`config.mk`:
```
export PLATFORM = sky130hd
export DESIGN_NAME = bus_decoder
export DESIGN_NICKNAME = d
export VERILOG_FILES = /design/src/source/configure.sv /design/src/source/bus_types.sv /design/src/source/bus_decoder.sv
export SDC_FILE = /design/constraint.sdc
export NUM_CORES = 1
export LEC_CHECK = 0
export CAP_MARGIN = 15
export CORE_AREA = 10 10 152 154
export DETAILED_ROUTE_END_ITERATION = 12
export DIE_AREA = 0 0 162 164
export DONT_BUFFER_PORTS = 1
export SETUP_SLACK_MARGIN = 0.2
export SYNTH_ARGS = -nofsm -noshare
export SYNTH_HDL_FRONTEND = slang
export SYNTH_SLANG_ARGS = --single-unit
```
`constraint.sdc`:
```
create_clock -name clk -period 2.21 [get_ports clk]
set_input_delay 0.221 -clock clk [delete_from_list [all_inputs] [get_ports clk]]
set_output_delay 0.221 -clock clk [all_outputs]
set_load 0.02 [all_outputs]
```
`src/source/configure.sv`:
```
package configure;

  // address map seen by the bus master, each region is [base, top)
  localparam logic [31 : 0] bram_base_addr = 32'h0000_0000;
  localparam logic [31 : 0] bram_top_addr = 32'h0000_1000;

  localparam logic [31 : 0] clint_base_addr = 32'h0200_0000;
  localparam logic [31 : 0] clint_top_addr = 32'h0200_C000;

  localparam logic [31 : 0] uart_base_addr = 32'h1000_0000;
  localparam logic [31 : 0] uart_top_addr = 32'h1000_0008;

  // CLINT register offsets relative to clint_base_addr
  localparam logic [31 : 0] clint_msip_offset = 32'h0000_0000;
  localparam logic [31 : 0] clint_mtimecmp_offset = 32'h0000_4000; // high word at +4
  localparam logic [31 : 0] clint_mtime_offset = 32'h0000_BFF8; // high word at +4

  // UART register offsets relative to uart_base_addr
  localparam logic [31 : 0] uart_data_offset = 32'h0000_0000;
  localparam logic [31 : 0] uart_status_offset = 32'h0000_0004;

endpackage

```
`src/source/bus_types.sv`:
```
package bus_types;

  // one request from the master, held stable while valid is high
  typedef struct packed {
    logic valid;
    logic instr; // set for instruction fetches
    logic [31 : 0] addr;
    logic [31 : 0] wdata;
    logic [3 : 0] wstrb; // any bit set makes the access a write
  } mem_req_t;

  // the answer, ready is high for a single cycle
  typedef struct packed {
    logic [31 : 0] rdata;
    logic ready;
  } mem_rsp_t;

endpackage

```
`src/source/bus_decoder.sv`:
```
`timescale 1ns/10ps

module bus_decoder
(
  input  logic clk,
  input  logic reset,
  input  bus_types::mem_req_t req,
  output bus_types::mem_rsp_t rsp,
  output bus_types::mem_req_t bram_req,
  output bus_types::mem_req_t clint_req,
  output bus_types::mem_req_t uart_req,
  input  bus_types::mem_rsp_t bram_rsp,
  input  bus_types::mem_rsp_t clint_rsp,
  input  bus_types::mem_rsp_t uart_rsp
);
  import configure::*;

  logic bram_sel;
  logic clint_sel;
  logic uart_sel;
  logic unmapped_sel;
  logic [31 : 0] base_addr;
  logic [31 : 0] offset_addr;
  logic unmapped_ready;

  function automatic logic in_region(input logic [31 : 0] addr, input logic [31 : 0] base,
                                     input logic [31 : 0] top);
    return (addr >= base) && (addr < top);
  endfunction

  always_comb begin
    bram_sel = 1'b0;
    clint_sel = 1'b0;
    uart_sel = 1'b0;
    unmapped_sel = 1'b0;
    base_addr = '0;
    if (in_region(req.addr, bram_base_addr, bram_top_addr)) begin
      bram_sel = 1'b1;
      base_addr = bram_base_addr;
    end else if (in_region(req.addr, clint_base_addr, clint_top_addr)) begin
      clint_sel = 1'b1;
      base_addr = clint_base_addr;
    end else if (in_region(req.addr, uart_base_addr, uart_top_addr)) begin
      uart_sel = 1'b1;
      base_addr = uart_base_addr;
    end else begin
      unmapped_sel = 1'b1;
    end
  end

  assign offset_addr = req.addr - base_addr;

  // every slave sees the rebased address, only the selected one sees valid
  always_comb begin
    bram_req = req;
    bram_req.valid = req.valid && bram_sel;
    bram_req.addr = offset_addr;
    clint_req = req;
    clint_req.valid = req.valid && clint_sel;
    clint_req.addr = offset_addr;
    uart_req = req;
    uart_req.valid = req.valid && uart_sel;
    uart_req.addr = offset_addr;
  end

  // nobody owns this address, so answer it here with zero data
  always_ff @(posedge clk) begin
    if (reset) begin
      unmapped_ready <= 1'b0;
    end else begin
      unmapped_ready <= req.valid && unmapped_sel && !unmapped_ready;
    end
  end

  always_comb begin
    if (bram_rsp.ready) begin
      rsp = bram_rsp;
    end else if (clint_rsp.ready) begin
      rsp = clint_rsp;
    end else if (uart_rsp.ready) begin
      rsp = uart_rsp;
    end else if (unmapped_ready) begin
      rsp.rdata = '0;
      rsp.ready = 1'b1;
    end else begin
      rsp = '0;
    end
  end

endmodule

```
==> impl_results.md <==
- Status: finished, violations left
- Failing checks: negative setup slack
- Biggest registers after layout: unmapped_ready (1)
- Prevailing post-synth register cell: dfxtp_1
- Fin crit share: 101.9%
- Routability cong.: slightly above 0.7
- YS warnings: 0
- Post-layout minimum cycle time: roughly 2.3 ns
- Max Clock Freq: about 0.44 GHz
- Worst Hold Launch: req[69]
- Vias after detailed routing: 1505
- Register area: 20.02 µm²
- Nets: 353
- Area share of the largest cell type after synthesis: 62.21%
- CP max-delay cell: nor4_4
- Final setup viols: 9
- GRT Overall Usage: roughly 5.8%
- Starting Density: 12.04%
- Detailed Routing Iterations Pass 1: 4
- Initial antenna violation count: 0
- Pint: roughly 160 µW
- Fillcell total: 2349
- Area post-placement: between 1500 and 2000 µm²
- Post-cts hold buffer count: 0
- Largest register FFs: 1
- Arr. time, crit path: approximately 2.0 ns
- Cell Area, Synth: 2414 µm²
- Die area: 26570 µm²
- Area contributors post-synth: buf_4, a22oi_1, nand2_1, o21ai_0, o21ai_1
- Switching share of power: 56.08%
- Critical path peak fanout: 4
- Post-DR wirelength/cell: between 20 and 25 µm
- Most frequent cell after synthesis: buf_4
- CP required: around 2 ns
- Non-filler cells, final: approximately 450
- Drt total wl: 9071 µm
- Placed insts: around 440
- Crit path cell chain: nor4_4, nand4_2, a2111oi_4, ha_2, ha_4, nand2b_4, a21oi_4, nand2_2, xnor2_4, buf_12
- R2R cell count: 1
- Hold crit path type: input pin to flop
- Rel. slew slack: between 50% and 60%
- Max-cap viol count: 0
- Reg-to-reg startpoint: unmapped_ready
- Place WS: -0.07969 ns
- Async SR Flop Fraction: 0%
- Worst Clk Skew: 0 ns
- Design Area, Final: between 1500 and 2000 µm²
- Mean post-synth cell area: a little under 7 µm²
- Overflow left after global routing: 0
- Worst skew pair latency: 0 ns
- Post-synth top cells: buf_4, nand2_1, a22oi_1, o21ai_0, o21ai_1
- Worst hold path depth: 2
- Fin. Hold Viols: 0
- Number of remaining DRC errors: 0
- Area Overhead vs Synth: -28.20%
- Leak: 0.5855 nW
- Share of layout cells above drive strength 1: approximately 33%
- Yosys cell types: 30
- Multi-input logic area: roughly 1000 µm²
- Post-DRT Antenna Nets: 0
- Setup crit end kind: output port
- Clock network fraction of total power: 0%
- RR Endpoint: unmapped_ready
- N_diodes: 0
- Post-synthesis register bit count: 1
- Core area: ~20000 µm²
- Syn Nets: ~530
- Final slew viol count: 0
- Largest area contributor in the netlist: buf_4
- Reg2Reg Setup Slack: roughly 1.5 ns
- Peak VDD IR: around 0.11 mV
- Sequential power share: under 10%
- RSZ-0062 raised after global routing: yes
- Clk slew on worst S/H paths: 0 ns
- Crit path kind: input pin to output port
- Via density: 3.367
- Cells after synthesis: between 300 and 400
- Initial DRC count: between 70 and 80
- Comb power frac: approximately 94%
- Die height: between 150 and 200 µm
- First-pass GRT wire length: around 12000 µm
- Post-synth EDFFs: 0
- Cell Rows: 52
- Vias in the first global route: 1577
- Psw: 198.9 µW
- PwrDens: 204.6 nW/µm²
- Final HPWL DP: slightly below 8000 µm
- Largest Register: unmapped_ready
- Crit-path max cell delay: ~0.27 ns
- Worst Tran Pin Value: about 0.65 ns
- Type of origin of the critical path: input pin
- Setup ws final: -0.04219 ns
- IO buf count: 0
- Hold Path End: unmapped_ready
- Register area share after synthesis: less than 1%
- IO Count: between 400 and 500
- Largest net degree at the start of global routing: 66
- Chip width: between 150 and 200 µm
-- routing by layer --
metal	share of wire [%]	up-vias	GRT usage, %
met5	0	-	0
met4	5.2	0	2.936
met3	16	36	3.605
met2	46	202	9.453
met1	32	654	5.587
li1	-	613	-
-- power by group through the flow --
stage	clock network, mW	registers [mW]	logic, mW
after floorplan	0	0.0198	0.744
final	0	0.0205	0.334
after detailed placement	0	0.0208	0.327
after global routing	0	0.0208	0.354
after global placement	0	0.0208	0.324
after CTS	0	0.0208	0.329
-- worst max-delay path, delay by kind of cell --
| kind | cells | cell delay [ns] |
|---|---|---|
| AO/OA/AOI/OAI | 2 | 0.40 |
| AND/OR/NAND/NOR | 4 | 0.64 |
| XOR/XNOR | 1 | 0.19 |
| buffers and inverters | 1 | 0.16 |
| adder cells (fa/ha/maj) | 2 | 0.42 |
-- kinds of logic (layout without fill, tap and decap cells) --
family                   after synthesis  count (layout)  synth area share (%)
buffers and inverters                218              41                 65.16
AO/OA/AOI/OAI                         68              68                 18.56
AND/OR/NAND/NOR                       59              59                 12.08
XOR/XNOR                               5               5                 1.814
adder cells (fa/ha/maj)                3               3                 1.555
flip-flops                             1               1                0.8295
-- worst max-delay path by stage --
stage             from            end  slack [ns]  depth (start not counted)
2_1_floorplan  req[60]  clint_req[67]        -0.1                         10
3_3_place_gp   req[67]  clint_req[65]       -0.06                         10
3_5_place_dp   req[67]  clint_req[65]       -0.08                         10
4_1_cts        req[51]  clint_req[65]       -0.06                          8
5_1_grt        req[60]   uart_req[67]       -0.16                         10
6_report       req[60]   bram_req[67]       -0.04                         10
-- layout make-up --
cell class | count | share of cell area [%]
inverter | 4 | 0.8664
multi-input combinational | 135 | 57.69
sequential | 1 | 1.155
tap | 270 | 19.49
timing repair buffer | 37 | 20.79
-- cells in the final DEF (no fill, tap or decap), types with 2 or more instances in the layout --
cell      count
nand2b_1      3
a22oi_1      31
buf_12        6
inv_1         4
ha_4          2
xor2_2        2
xor2_4        2
nand2_1      33
buf_4        29
buf_6         2
o21ai_1      12
nor2_1        4
or4_1         2
o21ai_0      20
nand2_2       2
nor3_4        2
-- through the flow --
step / setup TNS, ns / utilization, % / power [mW] / hold slack, ns
2_1_floorplan: -0.4787 / - / 0.7639 / 0.3601
3_3_place_gp: -0.4302 / 8.111 / 0.3451 / 0.3877
3_5_place_dp: -0.6005 / 8.111 / 0.3476 / 0.3963
4_1_cts: -0.4763 / 8.217 / 0.3503 / 0.3963
5_1_grt: -1.283 / 8.648 / 0.3753 / 0.3980
6_report: -0.3174 / 8.648 / 0.3546 / 0.3896
-- timing repair --
| action | 4_1_cts | 5_1_grt |
|---|---|---|
| setup buffers | 1 | 2 |
| gates resized for setup | 2 | 12 |
| pin swaps | 0 | 2 |
| setup endpoints to repair | 12 | 15 |
(Power assumes the default switching activity.)
