<file path="src/source/configure.sv">
package configure;

  // address map seen by the bus master, each region is [base, top)
  localparam logic [31 : 0] bram_base_addr = 32'h0000_0000;
  localparam logic [31 : 0] bram_top_addr = 32'h0000_1000;

  localparam logic [31 : 0] clint_base_addr = 32'h0200_0000;
  localparam logic [31 : 0] clint_top_addr = 32'h0200_C000;

  localparam logic [31 : 0] uart_base_addr = 32'h1000_0000;
  localparam logic [31 : 0] uart_top_addr = 32'h1000_0008;

  // CLINT register offsets relative to clint_base_addr
  localparam logic [31 : 0] clint_msip_offset = 32'h0000_0000;
  localparam logic [31 : 0] clint_mtimecmp_offset = 32'h0000_4000; // high word at +4
  localparam logic [31 : 0] clint_mtime_offset = 32'h0000_BFF8; // high word at +4

  // UART register offsets relative to uart_base_addr
  localparam logic [31 : 0] uart_data_offset = 32'h0000_0000;
  localparam logic [31 : 0] uart_status_offset = 32'h0000_0004;

endpackage

</file>
<file path="src/source/bus_types.sv">
package bus_types;

  // one request from the master, held stable while valid is high
  typedef struct packed {
    logic valid;
    logic instr; // set for instruction fetches
    logic [31 : 0] addr;
    logic [31 : 0] wdata;
    logic [3 : 0] wstrb; // any bit set makes the access a write
  } mem_req_t;

  // the answer, ready is high for a single cycle
  typedef struct packed {
    logic [31 : 0] rdata;
    logic ready;
  } mem_rsp_t;

endpackage

</file>
<file path="src/source/uart.sv">
`timescale 1ns/10ps

module uart
#(
  parameter int clks_per_bit = 16
)
(
  input  logic clk,
  input  logic reset,
  input  bus_types::mem_req_t req,
  output bus_types::mem_rsp_t rsp,
  input  logic rx,
  output logic tx
);
  import configure::*;

  localparam int cnt_bits = $clog2(clks_per_bit);
  localparam logic [cnt_bits-1 : 0] full_bit = cnt_bits'(clks_per_bit - 1);
  localparam logic [cnt_bits-1 : 0] half_bit = cnt_bits'(clks_per_bit / 2 - 1);

  logic access;
  logic write;
  logic read;
  logic ready;
  logic [31 : 0] rdata;

  logic tx_busy;
  logic tx_start;
  logic tx_tick;
  logic [9 : 0] tx_frame;
  logic [3 : 0] tx_bit_cnt;
  logic [cnt_bits-1 : 0] tx_clk_cnt;

  logic rx_meta;
  logic rx_sync;
  logic rx_busy;
  logic rx_sample;
  logic rx_done;
  logic rx_valid;
  logic [3 : 0] rx_bit_cnt;
  logic [cnt_bits-1 : 0] rx_clk_cnt;
  logic [7 : 0] rx_shift;
  logic [7 : 0] rx_data;

  assign access = req.valid && !ready;
  assign write = access && (req.wstrb != 4'b0000);
  assign read = access && (req.wstrb == 4'b0000);

  // a write while busy is simply dropped
  assign tx_start = write && (req.addr == uart_data_offset) && !tx_busy;
  assign tx_tick = tx_busy && (tx_clk_cnt == full_bit);

  // bit 0 is the start bit and waits half a bit, the rest wait a full bit
  assign rx_sample = rx_busy && (rx_clk_cnt == ((rx_bit_cnt == 4'd0) ? half_bit : full_bit));
  assign rx_done = rx_sample && (rx_bit_cnt == 4'd9) && rx_sync; // a good stop bit

  always_ff @(posedge clk) begin
    if (reset) begin
      ready <= 1'b0;
      tx_busy <= 1'b0;
      tx_bit_cnt <= '0;
      tx_clk_cnt <= '0;
      rx_meta <= 1'b1;
      rx_sync <= 1'b1;
      rx_busy <= 1'b0;
      rx_bit_cnt <= '0;
      rx_clk_cnt <= '0;
      rx_valid <= 1'b0;
    end else begin
      ready <= access;
      rx_meta <= rx;
      rx_sync <= rx_meta;
      if (tx_start) begin
        tx_busy <= 1'b1;
        tx_bit_cnt <= '0;
        tx_clk_cnt <= '0;
      end else if (tx_tick) begin
        tx_clk_cnt <= '0;
        tx_bit_cnt <= tx_bit_cnt + 4'd1;
        tx_busy <= (tx_bit_cnt != 4'd9);
      end else if (tx_busy) begin
        tx_clk_cnt <= tx_clk_cnt + 1'b1;
      end
      if (read && (req.addr == uart_data_offset)) begin
        rx_valid <= 1'b0;
      end
      if (!rx_busy) begin
        if (!rx_sync) begin // falling edge opens a frame
          rx_busy <= 1'b1;
          rx_bit_cnt <= '0;
          rx_clk_cnt <= '0;
        end
      end else if (rx_sample) begin
        rx_clk_cnt <= '0;
        rx_bit_cnt <= rx_bit_cnt + 4'd1;
        if ((rx_bit_cnt == 4'd0 && rx_sync) || rx_bit_cnt == 4'd9) begin
          rx_busy <= 1'b0; // frame ends, or the start bit was only a glitch
        end
        if (rx_done) begin
          rx_valid <= 1'b1;
        end
      end else begin
        rx_clk_cnt <= rx_clk_cnt + 1'b1;
      end
    end
  end

  always_ff @(posedge clk) begin
    if (tx_start) begin
      tx_frame <= {1'b1, req.wdata[7 : 0], 1'b0};
    end else if (tx_tick) begin
      tx_frame <= {1'b1, tx_frame[9 : 1]};
    end
    if (rx_sample && rx_bit_cnt != 4'd0 && rx_bit_cnt != 4'd9) begin
      rx_shift <= {rx_sync, rx_shift[7 : 1]}; // LSB arrives first
    end
    if (rx_done) begin
      rx_data <= rx_shift;
    end
    if (read) begin
      case (req.addr)
        uart_data_offset:   rdata <= {24'b0, rx_data};
        uart_status_offset: rdata <= {30'b0, rx_valid, tx_busy};
        default:            rdata <= '0;
      endcase
    end
  end

  assign tx = tx_busy ? tx_frame[0] : 1'b1;
  assign rsp.rdata = rdata;
  assign rsp.ready = ready;

endmodule

</file>
<file path="config.mk">
export PLATFORM = sky130hd
export DESIGN_NAME = uart
export DESIGN_NICKNAME = d
export VERILOG_FILES = /design/src/source/configure.sv /design/src/source/bus_types.sv /design/src/source/uart.sv
export SDC_FILE = /design/constraint.sdc
export NUM_CORES = 1
export LEC_CHECK = 0
export BUFFER_PORTS_ARGS = -buffer_cell sky130_fd_sc_hd__buf_4
export CORE_MARGIN = 2
export CORE_UTILIZATION = 40
export DETAILED_ROUTE_END_ITERATION = 16
export PLACE_DENSITY_LB_ADDON = 0.2
export SETUP_SLACK_MARGIN = 0.4
export SLEW_MARGIN = 25
export SYNTH_ARGS = -nofsm -noshare
export SYNTH_HDL_FRONTEND = slang
export SYNTH_SLANG_ARGS = --single-unit
</file>
<file path="constraint.sdc">
create_clock -name clk -period 1.6 [get_ports clk]
set_input_delay 0.24 -clock clk [delete_from_list [all_inputs] [get_ports clk]]
set_output_delay 0.24 -clock clk [all_outputs]
set_load 0.01 [all_outputs]
</file>
==> results.tsv <==
metric	value	unit
most frequent cells in the layout	buf_4 (75), edfxtp_1 (32), conb_1 (24)	
Post-DP HPWL	3420	um
total CTS buffers	5	
Final setup viols	28	
via count of the first global-routing pass	1732	
gr ovfl total	0	
Main synth FF type	edfxtp_1	
PortBufs	57	
Synth Area per Inst	11.7	um2
highest metal used	met4	
crit-path max FO	8	
sequential fraction of design power	58.2	%
fin area	3730	um2
maxcap violations	0	
clk buf depth	2	
post-route ant nets	0	
clk_skew	8.67	ps
asr flop ratio synth	0	%
Syn-to-layout area delta	43.6	%
largest net degree at the start of global routing	22	
root buffer cell	clkbuf_8	
failing checks	negative setup slack	
pwr dens	687	nW/um2
ratio of cells with drive above 1 in the final layout	52.1	%
internal power	2.01	mW
Post-CTS Hold Fix Bufs	0	
CTS clk-pin slew, worst paths	90	ps
met2 routed WL	2460	um
Iter 0 DRT Violations	76	
Util after Layout	59.2	%
Core ar.	6310	um2
register area share after synthesis	54.7	%
DR vias	1905	
Yosys reg bits	55	
Static Leak	1.50	nW
WL per Instance	12.6	um
Synth Instances	222	
# diodes	0	
initial antenna violation count	0	
CP Launch Type	register	
TritonCTS clock tree	built	
Buf+Inv Stages, Crit Path	6	
nets@finish	394	
WP data arrival	1680	ps
kind of critical path	reg2reg	
synth warn	0	
status	finished with violations	
RSZ-0062 raised after global routing	true	
DRC viols	0	
CTS HTree Levels	2	
Final period util	104	%
Initial Util	41.2	%
met1 WL	2010	um
WP data required	1620	ps
fillers	530	
combinational power share	8.4	%
Post-synth EDFFs	32	
Core Rows	29	
switching share of power	21.6	%
HP Class	in2reg	
critical path, cell by cell	inv_2, ha_4, buf_4, buf_6, buf_6, buf_6, buf_6, a21oi_2, o21a_4	
largest delay contributor family on the critical path	buffers and inverters	
clk_lat worst skew	310	ps
Routed WL	4930	um
Clk pwr share	33.4	%
die height	84.6	um
min Tclk post-route	1660	ps
Slew Viols, Final	0	
WL met3	378	um
First-pass DRT Iterations	4	
critical path's slowest cell	dfxtp_2	
number of I/O pins	107	
count of final hold-check violations	0	
Peak supply drop	0.595	mV
Switch Pwr	0.553	mW
first-pass GRT wire length	7910	um
slowest stage delay, CP	340	ps
gpl congestion	0.736	
vias per cell	4.86	
Tot GR Track Use	13.6	%
Die W	84.6	um
worst hold slack	117	ps
DP Area	3300	um2
CP Capture Type	register	
commonest non-fill, non-tap cell in the layout	buf_4	
final worst slack	-60.6	ps
Peak Freq	0.602	GHz
clock sinks	55	
Netlist cell types	50	
Crit path top cell by count	buf_6	
Mapped Area	2600	um2
die area	7160	um2
==> per-layer routing <==
metal	vias up	track usage (%)
li1	946	-
met1	881	16.1
met2	70	23.4
met3	8	4.03
met4	0	5.19
met5	-	0
==> final cells by class <==
class | count | area [um2] | share of cell area, %
well taps | 77 | 96.3 | 2.58
repair buffers | 95 | 788 | 21.1
inverters | 7 | 26.3 | 0.704
clock inverters | 1 | 7.51 | 0.201
clock buffers | 7 | 97.6 | 2.61
multi-input cells | 150 | 1290 | 34.6
flip-flops and latches | 55 | 1430 | 38.2
==> synth_stat cells, drive strengths merged, types with 4 or more instances <==
cell     n  area share (%)
edfxtp  32              37
buf     29             8.2
dfxtp   23              18
nor4    12             4.8
a21oi   10             1.9
nand2   10             1.4
nor2     8             1.2
a22o     7             2.4
and2     7             1.7
ha       7             3.4
inv      7             1.0
nor3     7             1.3
nand4    5             1.4
o21ai    5            0.96
clkbuf   4            0.58
mux2i    4             1.5
or2      4            0.96
xor2     4             1.3
==> cell families after synthesis <==
| family | count (synthesis) | share of synthesized area (%) |
|---|---|---|
| and+or+nand+nor | 73 | 18.6 |
| DFF | 55 | 54.7 |
| buffers and inverters | 40 | 9.77 |
| AOI/OAI and AO/OA | 33 | 8.66 |
| adders and majority gates | 7 | 3.37 |
| xor gates and xnor gates | 7 | 2.36 |
| muxes | 6 | 2.41 |
| other | 1 | 0.144 |
==> power groups by stage <==
stage                     Combinational, mW  Sequential, mW  Clock, mW
after floorplan                       0.110            1.53          0
after global placement                0.186            1.53          0
after detailed placement              0.187            1.53          0
after CTS                             0.212            1.49      0.874
after global routing                  0.234            1.50      0.926
final                                 0.216            1.49      0.857
==> per-stage QoR <==
stage               TNS [ps]  setup slack (ps)  cells  power [mW]
floorplan              -1350              -144    245        1.64
global placement       -3800              -170    375        1.71
detailed placement     -4200              -189    375        1.71
CTS                     -481             -33.9    388        2.58
global route           -3730              -145    392        2.65
finish                  -854             -60.6    392        2.57
==> state kept, by name, summed over array words and instances (netlist names) <==
signal,flops
tx_frame,9
rdata,8
rx_data,8
rx_shift,8
rx_bit_cnt,4
rx_clk_cnt,4
tx_bit_cnt,4
tx_clk_cnt,4
ready,1
rx_busy,1
rx_meta,1
rx_sync,1
rx_valid,1
tx_busy,1
==> path summary, 6_finish.rpt <==
kind / startpoint / end / depth (start not counted) / slack [ps]
worst max register to register: rx_bit_cnt[1]$_SDFFE_PP0P_ / rx_shift[1]$_DFFE_PP_ / 9 / -60
worst min-delay path: rx / rx_meta$_SDFF_PP1_ / 2 / 120
worst min register to register: rx_meta$_SDFF_PP1_ / rx_sync$_SDFF_PP1_ / 1 / 420
worst max-delay path: rx_bit_cnt[1]$_SDFFE_PP0P_ / rx_shift[1]$_DFFE_PP_ / 9 / -60
==> worst register-to-register path: cells and delay by family (launching register included) <==
family	cells	cell delay, ps
flops	1	340
compound gates	2	310
buf+inv	6	580
fa+ha+maj	1	150
==> what timing repair did <==
action                                  in CTS  in global routing
endpoints found under the setup margin      59                 60
resized for setup                           38                 20
pin swaps                                   23                 11
setup buffers                                5                  4
Power figures use the tool's default switching activity.
