$ cat config.mk
export PLATFORM = sky130hd
export DESIGN_NAME = clint
export DESIGN_NICKNAME = d
export VERILOG_FILES = /design/src/source/configure.sv /design/src/source/bus_types.sv /design/src/source/clint.sv
export SDC_FILE = /design/constraint.sdc
export NUM_CORES = 1
export LEC_CHECK = 0
export ABC_AREA = 1
export BUFFER_PORTS_ARGS = -buffer_cell sky130_fd_sc_hd__buf_2
export CORE_ASPECT_RATIO = 1.1
export CORE_MARGIN = 2
export CORE_UTILIZATION = 39
export DETAILED_ROUTE_END_ITERATION = 8
export PLACE_DENSITY_LB_ADDON = 0.12
export SYNTH_ARGS = -nofsm -noshare
export SYNTH_HDL_FRONTEND = slang
export SYNTH_SLANG_ARGS = --single-unit
$ cat constraint.sdc
create_clock -name clk -period 8.3 [get_ports clk]
set_input_delay 2.075 -clock clk [delete_from_list [all_inputs] [get_ports clk]]
set_output_delay 2.075 -clock clk [all_outputs]
set_load 0.005 [all_outputs]
$ cat src/source/configure.sv
package configure;

  // address map seen by the bus master, each region is [base, top)
  localparam logic [31 : 0] bram_base_addr = 32'h0000_0000;
  localparam logic [31 : 0] bram_top_addr = 32'h0000_1000;

  localparam logic [31 : 0] clint_base_addr = 32'h0200_0000;
  localparam logic [31 : 0] clint_top_addr = 32'h0200_C000;

  localparam logic [31 : 0] uart_base_addr = 32'h1000_0000;
  localparam logic [31 : 0] uart_top_addr = 32'h1000_0008;

  // CLINT register offsets relative to clint_base_addr
  localparam logic [31 : 0] clint_msip_offset = 32'h0000_0000;
  localparam logic [31 : 0] clint_mtimecmp_offset = 32'h0000_4000; // high word at +4
  localparam logic [31 : 0] clint_mtime_offset = 32'h0000_BFF8; // high word at +4

  // UART register offsets relative to uart_base_addr
  localparam logic [31 : 0] uart_data_offset = 32'h0000_0000;
  localparam logic [31 : 0] uart_status_offset = 32'h0000_0004;

endpackage

$ cat src/source/bus_types.sv
package bus_types;

  // one request from the master, held stable while valid is high
  typedef struct packed {
    logic valid;
    logic instr; // set for instruction fetches
    logic [31 : 0] addr;
    logic [31 : 0] wdata;
    logic [3 : 0] wstrb; // any bit set makes the access a write
  } mem_req_t;

  // the answer, ready is high for a single cycle
  typedef struct packed {
    logic [31 : 0] rdata;
    logic ready;
  } mem_rsp_t;

endpackage

$ cat src/source/clint.sv
`timescale 1ns/10ps

module clint
(
  input  logic clk,
  input  logic reset,
  input  bus_types::mem_req_t req,
  output bus_types::mem_rsp_t rsp,
  output logic msip,
  output logic mtip
);
  import configure::*;

  // the 64-bit timer registers are reached as two 32-bit bus words
  typedef union packed {
    logic [63 : 0] word;
    struct packed {
      logic [31 : 0] hi;
      logic [31 : 0] lo;
    } half;
  } timer_word_t;

  localparam logic [31 : 0] mtimecmp_hi_offset = clint_mtimecmp_offset + 32'd4;
  localparam logic [31 : 0] mtime_hi_offset = clint_mtime_offset + 32'd4;

  timer_word_t mtime;
  timer_word_t mtimecmp;
  logic msip_bit;
  logic access;
  logic write;
  logic ready;
  logic [31 : 0] read_word;
  logic [31 : 0] rdata;

  assign access = req.valid && !ready;
  assign write = access && (req.wstrb != 4'b0000);

  always_comb begin
    case (req.addr)
      clint_msip_offset:     read_word = {31'b0, msip_bit};
      clint_mtimecmp_offset: read_word = mtimecmp.half.lo;
      mtimecmp_hi_offset:    read_word = mtimecmp.half.hi;
      clint_mtime_offset:    read_word = mtime.half.lo;
      mtime_hi_offset:       read_word = mtime.half.hi;
      default:               read_word = '0;
    endcase
  end

  // mtime is read only and counts every clock
  always_ff @(posedge clk) begin
    if (reset) begin
      mtime.word <= '0;
      mtimecmp.word <= '1;
      msip_bit <= 1'b0;
      ready <= 1'b0;
    end else begin
      mtime.word <= mtime.word + 64'd1;
      ready <= access;
      if (write) begin
        case (req.addr)
          clint_msip_offset:     msip_bit <= req.wdata[0];
          clint_mtimecmp_offset: mtimecmp.half.lo <= req.wdata;
          mtimecmp_hi_offset:    mtimecmp.half.hi <= req.wdata;
          default:               ;
        endcase
      end
    end
  end

  always_ff @(posedge clk) begin
    if (access && !write) begin
      rdata <= read_word;
    end
  end

  assign rsp.rdata = rdata;
  assign rsp.ready = ready;
  assign msip = msip_bit;
  assign mtip = (mtime.word >= mtimecmp.word);

endmodule

==> results of run 1 <==
==> cell type report <==
type / count / area [um2] / area share, %
multi-input combinational: 1081 / 5620 / 49.2
clock buffer: 18 / 429 / 3.75
tap: 346 / 433 / 3.79
clock inverter: 14 / 119 / 1.04
sequential: 162 / 3560 / 31.2
inverter: 173 / 651 / 5.69
timing repair buffer: 117 / 616 / 5.38
==> cells by family after synthesis <==
kind of cell,share of synthesized area [%]
buffers and inverters,9.01
AOI/OAI and AO/OA,5.53
adders and majority gates,8.09
DFF,35.5
xor gates and xnor gates,0.610
and+or+nand+nor,41.3
==> layout by cell type, fill, tap and decap left out <==
| cell type | netlist | final |
|---|---|---|
| nor3_1 | 30 | 30 |
| inv_6 | 0 | 6 |
| nand2_2 | 9 | 9 |
| dfxtp_1 | 130 | 130 |
| or2_2 | 2 | 2 |
| a21oi_1 | 74 | 73 |
| nor2_8 | 2 | 2 |
| buf_4 | 1 | 12 |
| edfxtp_1 | 32 | 32 |
| nand3b_1 | 3 | 3 |
| clkbuf_1 | 39 | 1 |
| ha_1 | 65 | 65 |
| clkinv_2 | 1 | 2 |
| o21a_1 | 2 | 2 |
| nor2_2 | 11 | 10 |
| or2_0 | 3 | 3 |
| nand4_1 | 90 | 90 |
| o21ai_0 | 28 | 28 |
| inv_8 | 0 | 1 |
| a311oi_1 | 1 | 1 |
| nand2_4 | 1 | 1 |
| nor2_4 | 5 | 8 |
| inv_2 | 7 | 7 |
| xor2_1 | 7 | 7 |
| nor3_2 | 7 | 4 |
| clkbuf_16 | 0 | 17 |
| nand2_1 | 346 | 346 |
| inv_1 | 165 | 165 |
| buf_2 | 12 | 105 |
| nand3_1 | 235 | 235 |
| nor3_4 | 0 | 3 |
| nand3_2 | 2 | 2 |
| clkinv_4 | 0 | 5 |
| nor2_1 | 154 | 152 |
| a21oi_2 | 0 | 1 |
| a21o_1 | 2 | 2 |
| nor3b_1 | 1 | 1 |
| inv_4 | 0 | 1 |
| a31oi_1 | 1 | 1 |
==> metrics by stage <==
stage	utilization, %	area [um2]
2_1_floorplan	-	10000
3_3_place_gp	43.0	10900
3_5_place_dp	43.0	10900
4_1_cts	45.1	11400
5_1_grt	45.1	11400
6_report	45.1	11400
==> worst max-delay path: stages (launching register included) <==
cell     delay (ns)
dfxtp_1        0.41
ha_1           0.35
nand2_1        0.05
inv_1          0.06
nand3_1        0.08
nor3_1         0.29
nand2_1        0.18
nor2_1         0.12
nand2_1        0.06
nand2_1        0.05
nor2_1         0.04
nand2_1        0.14
buf_2          0.14
==> worst max path at each step <==
stage	startpoint	end	slack, ns
2_1_floorplan	req[3]	rdata[0]	4.26
3_3_place_gp	req[59]	mtimecmp[55]	3.81
3_5_place_dp	req[57]	mtimecmp[58]	3.81
4_1_cts	mtime[59]	mtip	3.85
5_1_grt	mtime[59]	mtip	3.63
6_report	mtime[59]	mtip	3.81
==> sequential cells by signal (all words and copies together), names as in the netlist <==
| name | count |
|---|---|
| mtime | 64 |
| rdata | 32 |
| msip | 1 |
| mtimecmp | 64 |
| ready | 1 |
==> power by group <==
part / internal, uW / switching (uW) / leakage (uW)
sequential: 802 / 3.39 / 0.00132
clock: 393 / 374 / 0.000273
combinational: 18.7 / 38.6 / 0.00369
total: 1210 / 416 / 0.00528
==> routing by layer <==
layer / global-route usage [%] / wire, um / up-vias
met5: 0 / 13 / -
met4: 8.85 / 929 / 2
met3: 3.38 / 2150 / 49
met2: 42.0 / 15600 / 383
met1: 37.0 / 16100 / 4764
li1: - / - / 5078
==> results.sh, run 1 <==
export IMPL_grt_overflow=0
export IMPL_whs_ns=0.463
export IMPL_die_w_um=157
export IMPL_insertedDiodeCount=0
export IMPL_syn_nets=1610
export IMPL_rsz0062_at_grt="false"
export IMPL_clk_pin_slew_worst_paths_ns=0.07
export IMPL_timing_fmax_mhz=223
export IMPL_ys_seq_area_share_pct=35.5
export IMPL_max_slew_margin_rel_pct=26.7
export IMPL_place_congestion=0.930
export IMPL_routedWlPerCell_um=18.2
export IMPL_portBuffers=105
export IMPL_clock_latency_ns=0.44
export IMPL_drc=0
export IMPL_timing_final_ws_setup_ns=3.81
export IMPL_viasPerCell=5.38
export IMPL_arrival_ns=2.42
export IMPL_vdd_ir_drop_max_v=0.0000871
export IMPL_rows=61
export IMPL_nFillCells=2721
export IMPL_grt_pass1_wl_mm=53.6
export IMPL_io_pins=107
export IMPL_async_flop_share_pct=0
export IMPL_hpwl_mm=25.8
export IMPL_startpoint_type="register"
export IMPL_synth_top_area_share_pct=25.9
export IMPL_hold_viol=0
export IMPL_cts_htree_levels=4
export IMPL_skew_ns=0.0161
export IMPL_post_cts_buffers=0
export IMPL_synth_enable_flop_cells=32
export IMPL_grt_total_usage_pct=26.4
export IMPL_powerDensity_nw_per_um2=143
export IMPL_synth_seq_cells=162
export IMPL_hold_path_class="register to register"
export IMPL_rrSetupSlack_ns=6.14
export IMPL_postCtsHoldBufs=0
export IMPL_synth_cells=1473
export IMPL_synthFlopType="dfxtp_1"
export IMPL_worstReg2RegEnd="mtimecmp[46]"
export IMPL_numCtsBuffers=17
export IMPL_yosys_top_cells_area="dfxtp_1, nand2_1, nand3_1, edfxtp_1, ha_1"
export IMPL_syn_to_final_growth_pct=13.8
export IMPL_cp_required_ns=6.23
export IMPL_min_period_ns=4.49
export IMPL_reg2reg_depth=8
export IMPL_core_area_um2=25300
export IMPL_max_cap_violations=0
export IMPL_synth_warnings=0
export IMPL_status="finished clean"
export IMPL_dieArea_um2=27100
export IMPL_final_antenna_net_count=0
export IMPL_post_place_ws_ns=3.81
export IMPL_synth_top_area_cell="dfxtp_1"
export IMPL_hold_start="mtimecmp[32]"
export IMPL_drt_iter0_markers=780
export IMPL_drive_above_1_share_pct=12.7
export IMPL_dieHeight_um=172
export IMPL_totalWireLength_mm=34.7
export IMPL_p_leak_uw=0.00528
export IMPL_dp_cells=1879
export IMPL_final_nets=1689
export IMPL_ys_types=34
export IMPL_start_util_pct=39.7
export IMPL_drtPass1Iterations=5
export IMPL_yosys_top_cells_count="nand2_1, nand3_1, inv_1"
export IMPL_min_path_cells=2
export IMPL_vias=10300
export IMPL_cts_tree="built"
export IMPL_fin_setup_tns_ns=0
export IMPL_postSynthAreaPerCell_um2=6.82
export IMPL_instances_no_fill=1911
export IMPL_p_total_uw=1630
export IMPL_setup_viol=0
export IMPL_worstSetupEndpointType="output port"
export IMPL_worst_pin_slew_ns=1.10
export IMPL_final_max_slew_violation_count=0
export IMPL_min_period_over_period_pct=54.1
export IMPL_cts_sinks=162
export IMPL_critPathKind="register to output port"
export IMPL_grt_max_degree=78
export IMPL_ctsResizeCount=0
export IMPL_yosysMostFrequentCell="nand2_1"
export IMPL_clockBufferDepth=2
export IMPL_antenna_found_initial=1
export IMPL_grt_pass1_vias=9540
export IMPL_reg2reg_from="ready"
export IMPL_netlist_area_um2=10000
export IMPL_cp_max_fo=5
export IMPL_whs_endpoint="mtimecmp[32]"
export IMPL_root_buffer="clkbuf_16"
Power figures use the tool's default switching activity.
==> run 2: changes to the inputs <==
- clock period: 8.3 -> 4.28 ns (I/O delays scaled with it)
==> run 2 against run 1 <==
Net effect: combinational power is 100% higher; global-route usage grew 0.54 points; setup slack worse by 3.0 ns; sequential power is 94% higher; register-to-register slack lost 3.9 ns; via count grew 0.15%; sequential share of layout area fell by 0.52 points; utilization grew 0.77 points; hold slack better by 0.0072 ns; clock power grew 110%; die area stayed put; critical endpoint unchanged; largest power group is now clock.
==> results.sh, run 2 (same netlist as run 1, synthesis figures left out) <==
export IMPL_startpoint_type="register"
export IMPL_drc=0
export IMPL_final_cell_mix="nand2_1, nand3_1, inv_1"
export IMPL_fin_setup_tns_ns=0
export IMPL_max_slew_margin_rel_pct=40.4
export IMPL_die_w_um=157
export IMPL_rsz0062_at_grt="false"
export IMPL_min_period_ns=3.43
export IMPL_dieArea_um2=27100
export IMPL_vdd_ir_drop_max_v=0.000220
export IMPL_cp_max_fo=5
export IMPL_cp_required_ns=3.21
export IMPL_syn_to_final_growth_pct=15.7
export IMPL_dieHeight_um=172
export IMPL_status="finished clean"
export IMPL_grt_max_degree=78
export IMPL_start_util_pct=39.7
export IMPL_powerDensity_nw_per_um2=283
export IMPL_totalWireLength_mm=35.5
export IMPL_seqPwrFrac_pct=47.4
export IMPL_layout_commonest_cell="nand2_1"
export IMPL_critPathKind="register to output port"
export IMPL_cts_sinks=162
export IMPL_core_area_um2=25300
export IMPL_io_pins=107
export IMPL_dp_cells=1897
export IMPL_min_period_over_period_pct=80.2
export IMPL_clockBufferDepth=2
export IMPL_place_congestion=0.914
export IMPL_p_comb_share_pct=3.5
export IMPL_grt_pass1_vias=9614
export IMPL_crit_top_cell="nand2_1"
export IMPL_p_leak_uw=0.00540
export IMPL_hpwl_mm=26.7
export IMPL_rows=61
export IMPL_cp_cell_sequence="buf_4 > ha_1 > nand2_1 > inv_1 > nand3_1 > nor3_1 > nand2_1 > nor2_1 > nand2_1 > nand2_1 > nor2_1 > nand2_1 > buf_2"
export IMPL_setup_viol=0
export IMPL_postCtsHoldBufs=0
export IMPL_final_antenna_net_count=0
export IMPL_cts_htree_levels=4
export IMPL_instances_no_fill=1929
export IMPL_antenna_found_initial=0
export IMPL_p_int_uw=2540
export IMPL_routedWlPerCell_um=18.4
export IMPL_hold_path_class="register to register"
export IMPL_numCtsBuffers=17
export IMPL_slowest_stage="ha_1"
export IMPL_clock_latency_ns=0.45
export IMPL_switching_share_pct=22.9
export IMPL_grt_overflow=0
export IMPL_max_cap_violations=0
export IMPL_post_cts_buffers=0
export IMPL_final_nets=1707
export IMPL_switchingPower_uw=755
export IMPL_hold_viol=0
export IMPL_cts_tree="built"
export IMPL_ctsResizeCount=0
export IMPL_final_max_slew_violation_count=0
export IMPL_worstSetupEndpointType="output port"
export IMPL_clk_pin_slew_worst_paths_ns=0.06
export IMPL_drive_above_1_share_pct=13.7
export IMPL_root_buffer="clkbuf_16"
export IMPL_top_regs="mtime x64, mtimecmp x64, rdata x32"
export IMPL_arrival_ns=2.36
export IMPL_insertedDiodeCount=0
export IMPL_portBuffers=105
export IMPL_vias=10300
export IMPL_timing_fmax_mhz=291
export IMPL_grt_total_usage_pct=26.9
export IMPL_cp_top_family="simple AND/OR/NAND/NOR gates"
export IMPL_clkPwrFrac_pct=49.1
export IMPL_drt_iter0_markers=720
export IMPL_grt_pass1_wl_mm=54.6
export IMPL_path_buf_inv=3
export IMPL_worst_pin_slew_ns=0.894
export IMPL_slowest_delay_ns=0.30
export IMPL_viasPerCell=5.33
export IMPL_skew_ns=0.0158
export IMPL_drtPass1Iterations=8
[run 2: changes by cell type in the layout (fill, tap and decap cells not counted), sizes merged]
cell,previous run,this run
bufinv,0,3
clkinvlp,0,3
clkbuf,18,19
inv,180,173
buf,117,135
[run 2: cell type report]
type	instances	area, um2
Clock buffer	19	453
Timing Repair Buffer	135	751
Multi-Input combinational cell	1081	5620
Tap cell	346	433
Fill cell	2698	13700
Sequential cell	162	3560
Clock inverter	13	158
Inverter	173	652
[run 2: final timing paths]
path | from | to | slack (ns) | cells past startpoint
setup / recovery | mtime[59] | mtip | 0.85 | 13
hold / removal | mtimecmp[32] | mtimecmp[32] | 0.47 | 2
setup reg to reg | mtime[39] | mtime[57] | 2.21 | 7
hold reg to reg | mtimecmp[32] | mtimecmp[32] | 0.47 | 2
[run 2: metal layers]
layer	routed length, um	vias to the layer above	GRT usage, %
li1	-	5104	-
met5	0	-	0
met4	898	0	8.34
met3	2440	54	4.71
met2	15900	370	43.1
met1	16200	4763	37.0
[run 2: power groups by stage]
stage | clock (uW) | combinational [uW] | sequential, uW
6_report | 1620 | 115 | 1560
5_1_grt | 1700 | 128 | 1560
4_1_cts | 1650 | 116 | 1560
3_5_place_dp | 0 | 115 | 1590
3_3_place_gp | 0 | 115 | 1590
2_1_floorplan | 0 | 48.7 | 1590
[run 2: worst reg2reg max path, stage by stage (launching register included)]
cell and delay (ns):
dfxtp_1 0.49, nand2_1 0.19, nor3_1 0.40, nand2_1 0.14
nor2_1 0.43, nand3_1 0.13, nand2_1 0.08, a21oi_1 0.05
[run 2: stage by stage]
step / hold WS [ns] / area, um2 / total power (uW) / setup WS [ns] / utilization (%)
floorplan: 0.429 / 10000 / 1640 / 1.25 / -
global placement: 0.444 / 11000 / 1710 / 1.07 / 43.5
detailed placement: 0.454 / 11000 / 1710 / 1.03 / 43.5
CTS: 0.471 / 11600 / 3320 / 0.816 / 45.9
global route: 0.510 / 11600 / 3390 / 0.637 / 45.9
finish: 0.470 / 11600 / 3290 / 0.847 / 45.9
==> run 3: changes to the inputs <==
- clock period: 4.28 -> 3.35 ns (I/O delays scaled with it)
==> run 3 against run 2 <==
Net effect: critical path depth stayed put; power is 26% higher; first-iteration DRC count is 23% higher; via count is 1.2% higher; highest routed layer is now met5.
==> results.sh, run 3 (same netlist as run 1, synthesis figures left out) <==
export IMPL_timing_fmax_mhz=316
export IMPL_dr_wl_met2_mm=15.8
export IMPL_max_slew_margin_rel_pct=54.6
export IMPL_vdd_ir_drop_max_v=0.000335
export IMPL_dieHeight_um=172
export IMPL_cp_max_fo=3
export IMPL_drtPass1Iterations=5
export IMPL_worstReg2RegEnd="mtime[38]"
export IMPL_critPathKind="register to output port"
export IMPL_startpoint_type="register"
export IMPL_cp_required_ns=2.51
export IMPL_p_leak_uw=0.00549
export IMPL_cts_tree="built"
export IMPL_antenna_found_initial=1
export IMPL_grt_total_usage_pct=28.1
export IMPL_clock_latency_ns=0.45
export IMPL_cts_htree_levels=4
export IMPL_met1_length_mm=17.3
export IMPL_hold_path_class="register to register"
export IMPL_cts_sinks=162
export IMPL_hpwl_mm=28.4
export IMPL_wl_met3_mm=2.82
export IMPL_reg2reg_from="mtime[23]"
export IMPL_worstSetupEndpointType="output port"
export IMPL_rrSetupSlack_ns=1.25
export IMPL_drt_iter0_markers=883
export IMPL_start_util_pct=39.7
export IMPL_skew_ns=0.00890
export IMPL_grt_pass1_wl_mm=56.4
export IMPL_core_area_um2=25300
export IMPL_rows=61
export IMPL_grt_pass1_vias=9710
export IMPL_timing_final_ws_setup_ns=0.184
export IMPL_drive_above_1_share_pct=14.6
export IMPL_worst_pin_slew_ns=0.680
export IMPL_min_period_ns=3.17
export IMPL_reg2reg_depth=8
export IMPL_fin_setup_tns_ns=0
export IMPL_grt_overflow=0
export IMPL_routedWlPerCell_um=19.1
export IMPL_numCtsBuffers=17
export IMPL_io_pins=107
export IMPL_place_congestion=0.968
export IMPL_dieArea_um2=27100
export IMPL_viasPerCell=5.35
export IMPL_drc=0
export IMPL_powerDensity_nw_per_um2=351
export IMPL_portBuffers=105
export IMPL_final_cell_mix="nand2_1, nand3_1, inv_1"
export IMPL_layout_commonest_cell="nand2_1"
export IMPL_syn_to_final_growth_pct=17.3
export IMPL_insertedDiodeCount=0
export IMPL_status="finished clean"
export IMPL_max_cap_violations=0
export IMPL_arrival_ns=2.33
export IMPL_hold_viol=0
export IMPL_whs_ns=0.474
export IMPL_totalWireLength_mm=37.1
export IMPL_vias=10400
export IMPL_grt_max_degree=65
export IMPL_die_w_um=157
export IMPL_setup_viol=0
export IMPL_root_buffer="clkbuf_16"
export IMPL_clk_pin_slew_worst_paths_ns=0.07
export IMPL_post_place_ws_ns=0.673
export IMPL_ctsResizeCount=0
export IMPL_dr_max_layer_used="met5"
export IMPL_final_antenna_net_count=0
export IMPL_min_period_over_period_pct=94.5
export IMPL_final_nets=1724
export IMPL_clockBufferDepth=2
export IMPL_rsz0062_at_grt="false"
export IMPL_hold_start="mtimecmp[32]"
export IMPL_whs_endpoint="mtimecmp[32]"
export IMPL_post_cts_buffers=0
export IMPL_min_path_cells=2
export IMPL_nFillCells=2743
export IMPL_top_regs="mtime x64, mtimecmp x64, rdata x32"
export IMPL_final_max_slew_violation_count=0
export IMPL_postCtsHoldBufs=0
-- run 3: cell types whose count changed in the layout (fill, tap and decap cells not counted), sizes merged --
cell      change
inv           +2
clkinvlp      +1
clkbuf        +1
clkinv        -3
buf          +17
bufinv        -1
-- run 3: worst max-delay path by stage --
stage                            start           end  cells past startpoint
after detailed placement       req[37]  mtimecmp[55]                     10
after global placement         req[37]  mtimecmp[55]                     10
final                     mtimecmp[59]          mtip                     13
after floorplan                 req[3]      rdata[0]                      3
after global routing      mtimecmp[59]          mtip                     13
after CTS                 mtimecmp[59]          mtip                     13
-- run 3: layout make-up --
| cell class | instances | area (um2) | area share (%) |
|---|---|---|---|
| Multi-Input combinational cell | 1081 | 5620 | 47.6 |
| Sequential cell | 162 | 3560 | 30.2 |
| Timing Repair Buffer | 152 | 941 | 7.98 |
| Inverter | 173 | 651 | 5.52 |
| Clock buffer | 20 | 457 | 3.87 |
| Tap cell | 346 | 433 | 3.67 |
| Clock inverter | 12 | 130 | 1.10 |
-- run 3: worst max-delay path, cell delays in order, from the launching register on --
cell and delay, ns:
dfxtp_1 0.36, inv_1 0.07, ha_1 0.29, nand2_1 0.06, inv_1 0.06, nand3_1 0.06
nor3_1 0.26, nand2_1 0.16, nor2_1 0.12, nand2_1 0.05, nand2_1 0.05, nor2_1 0.04
nand2_1 0.15, buf_2 0.14
-- run 3: metrics by stage --
stage	cell area, um2	instances	utilization, %	total power (uW)
after detailed placement	11200	1914	44.2	2190
after floorplan	10000	1473	-	2100
after global routing	11800	1946	46.5	4250
after CTS	11800	1946	46.5	4170
after global placement	11200	1914	44.2	2190
final	11800	1946	46.5	4140
-- run 3: report_power, final --
group	internal, uW	switching (uW)	leakage, uW
Combinational	50.8	101	0.00389
Clock	1140	854	0.000279
Sequential	1990	6.03	0.00132
-- run 3: metal layers --
metal	GRT usage (%)	vias to the layer above
li1	-	5137
met3	5.04	62
met4	10.5	2
met1	40.0	4815
met5	0	-
met2	42.3	403
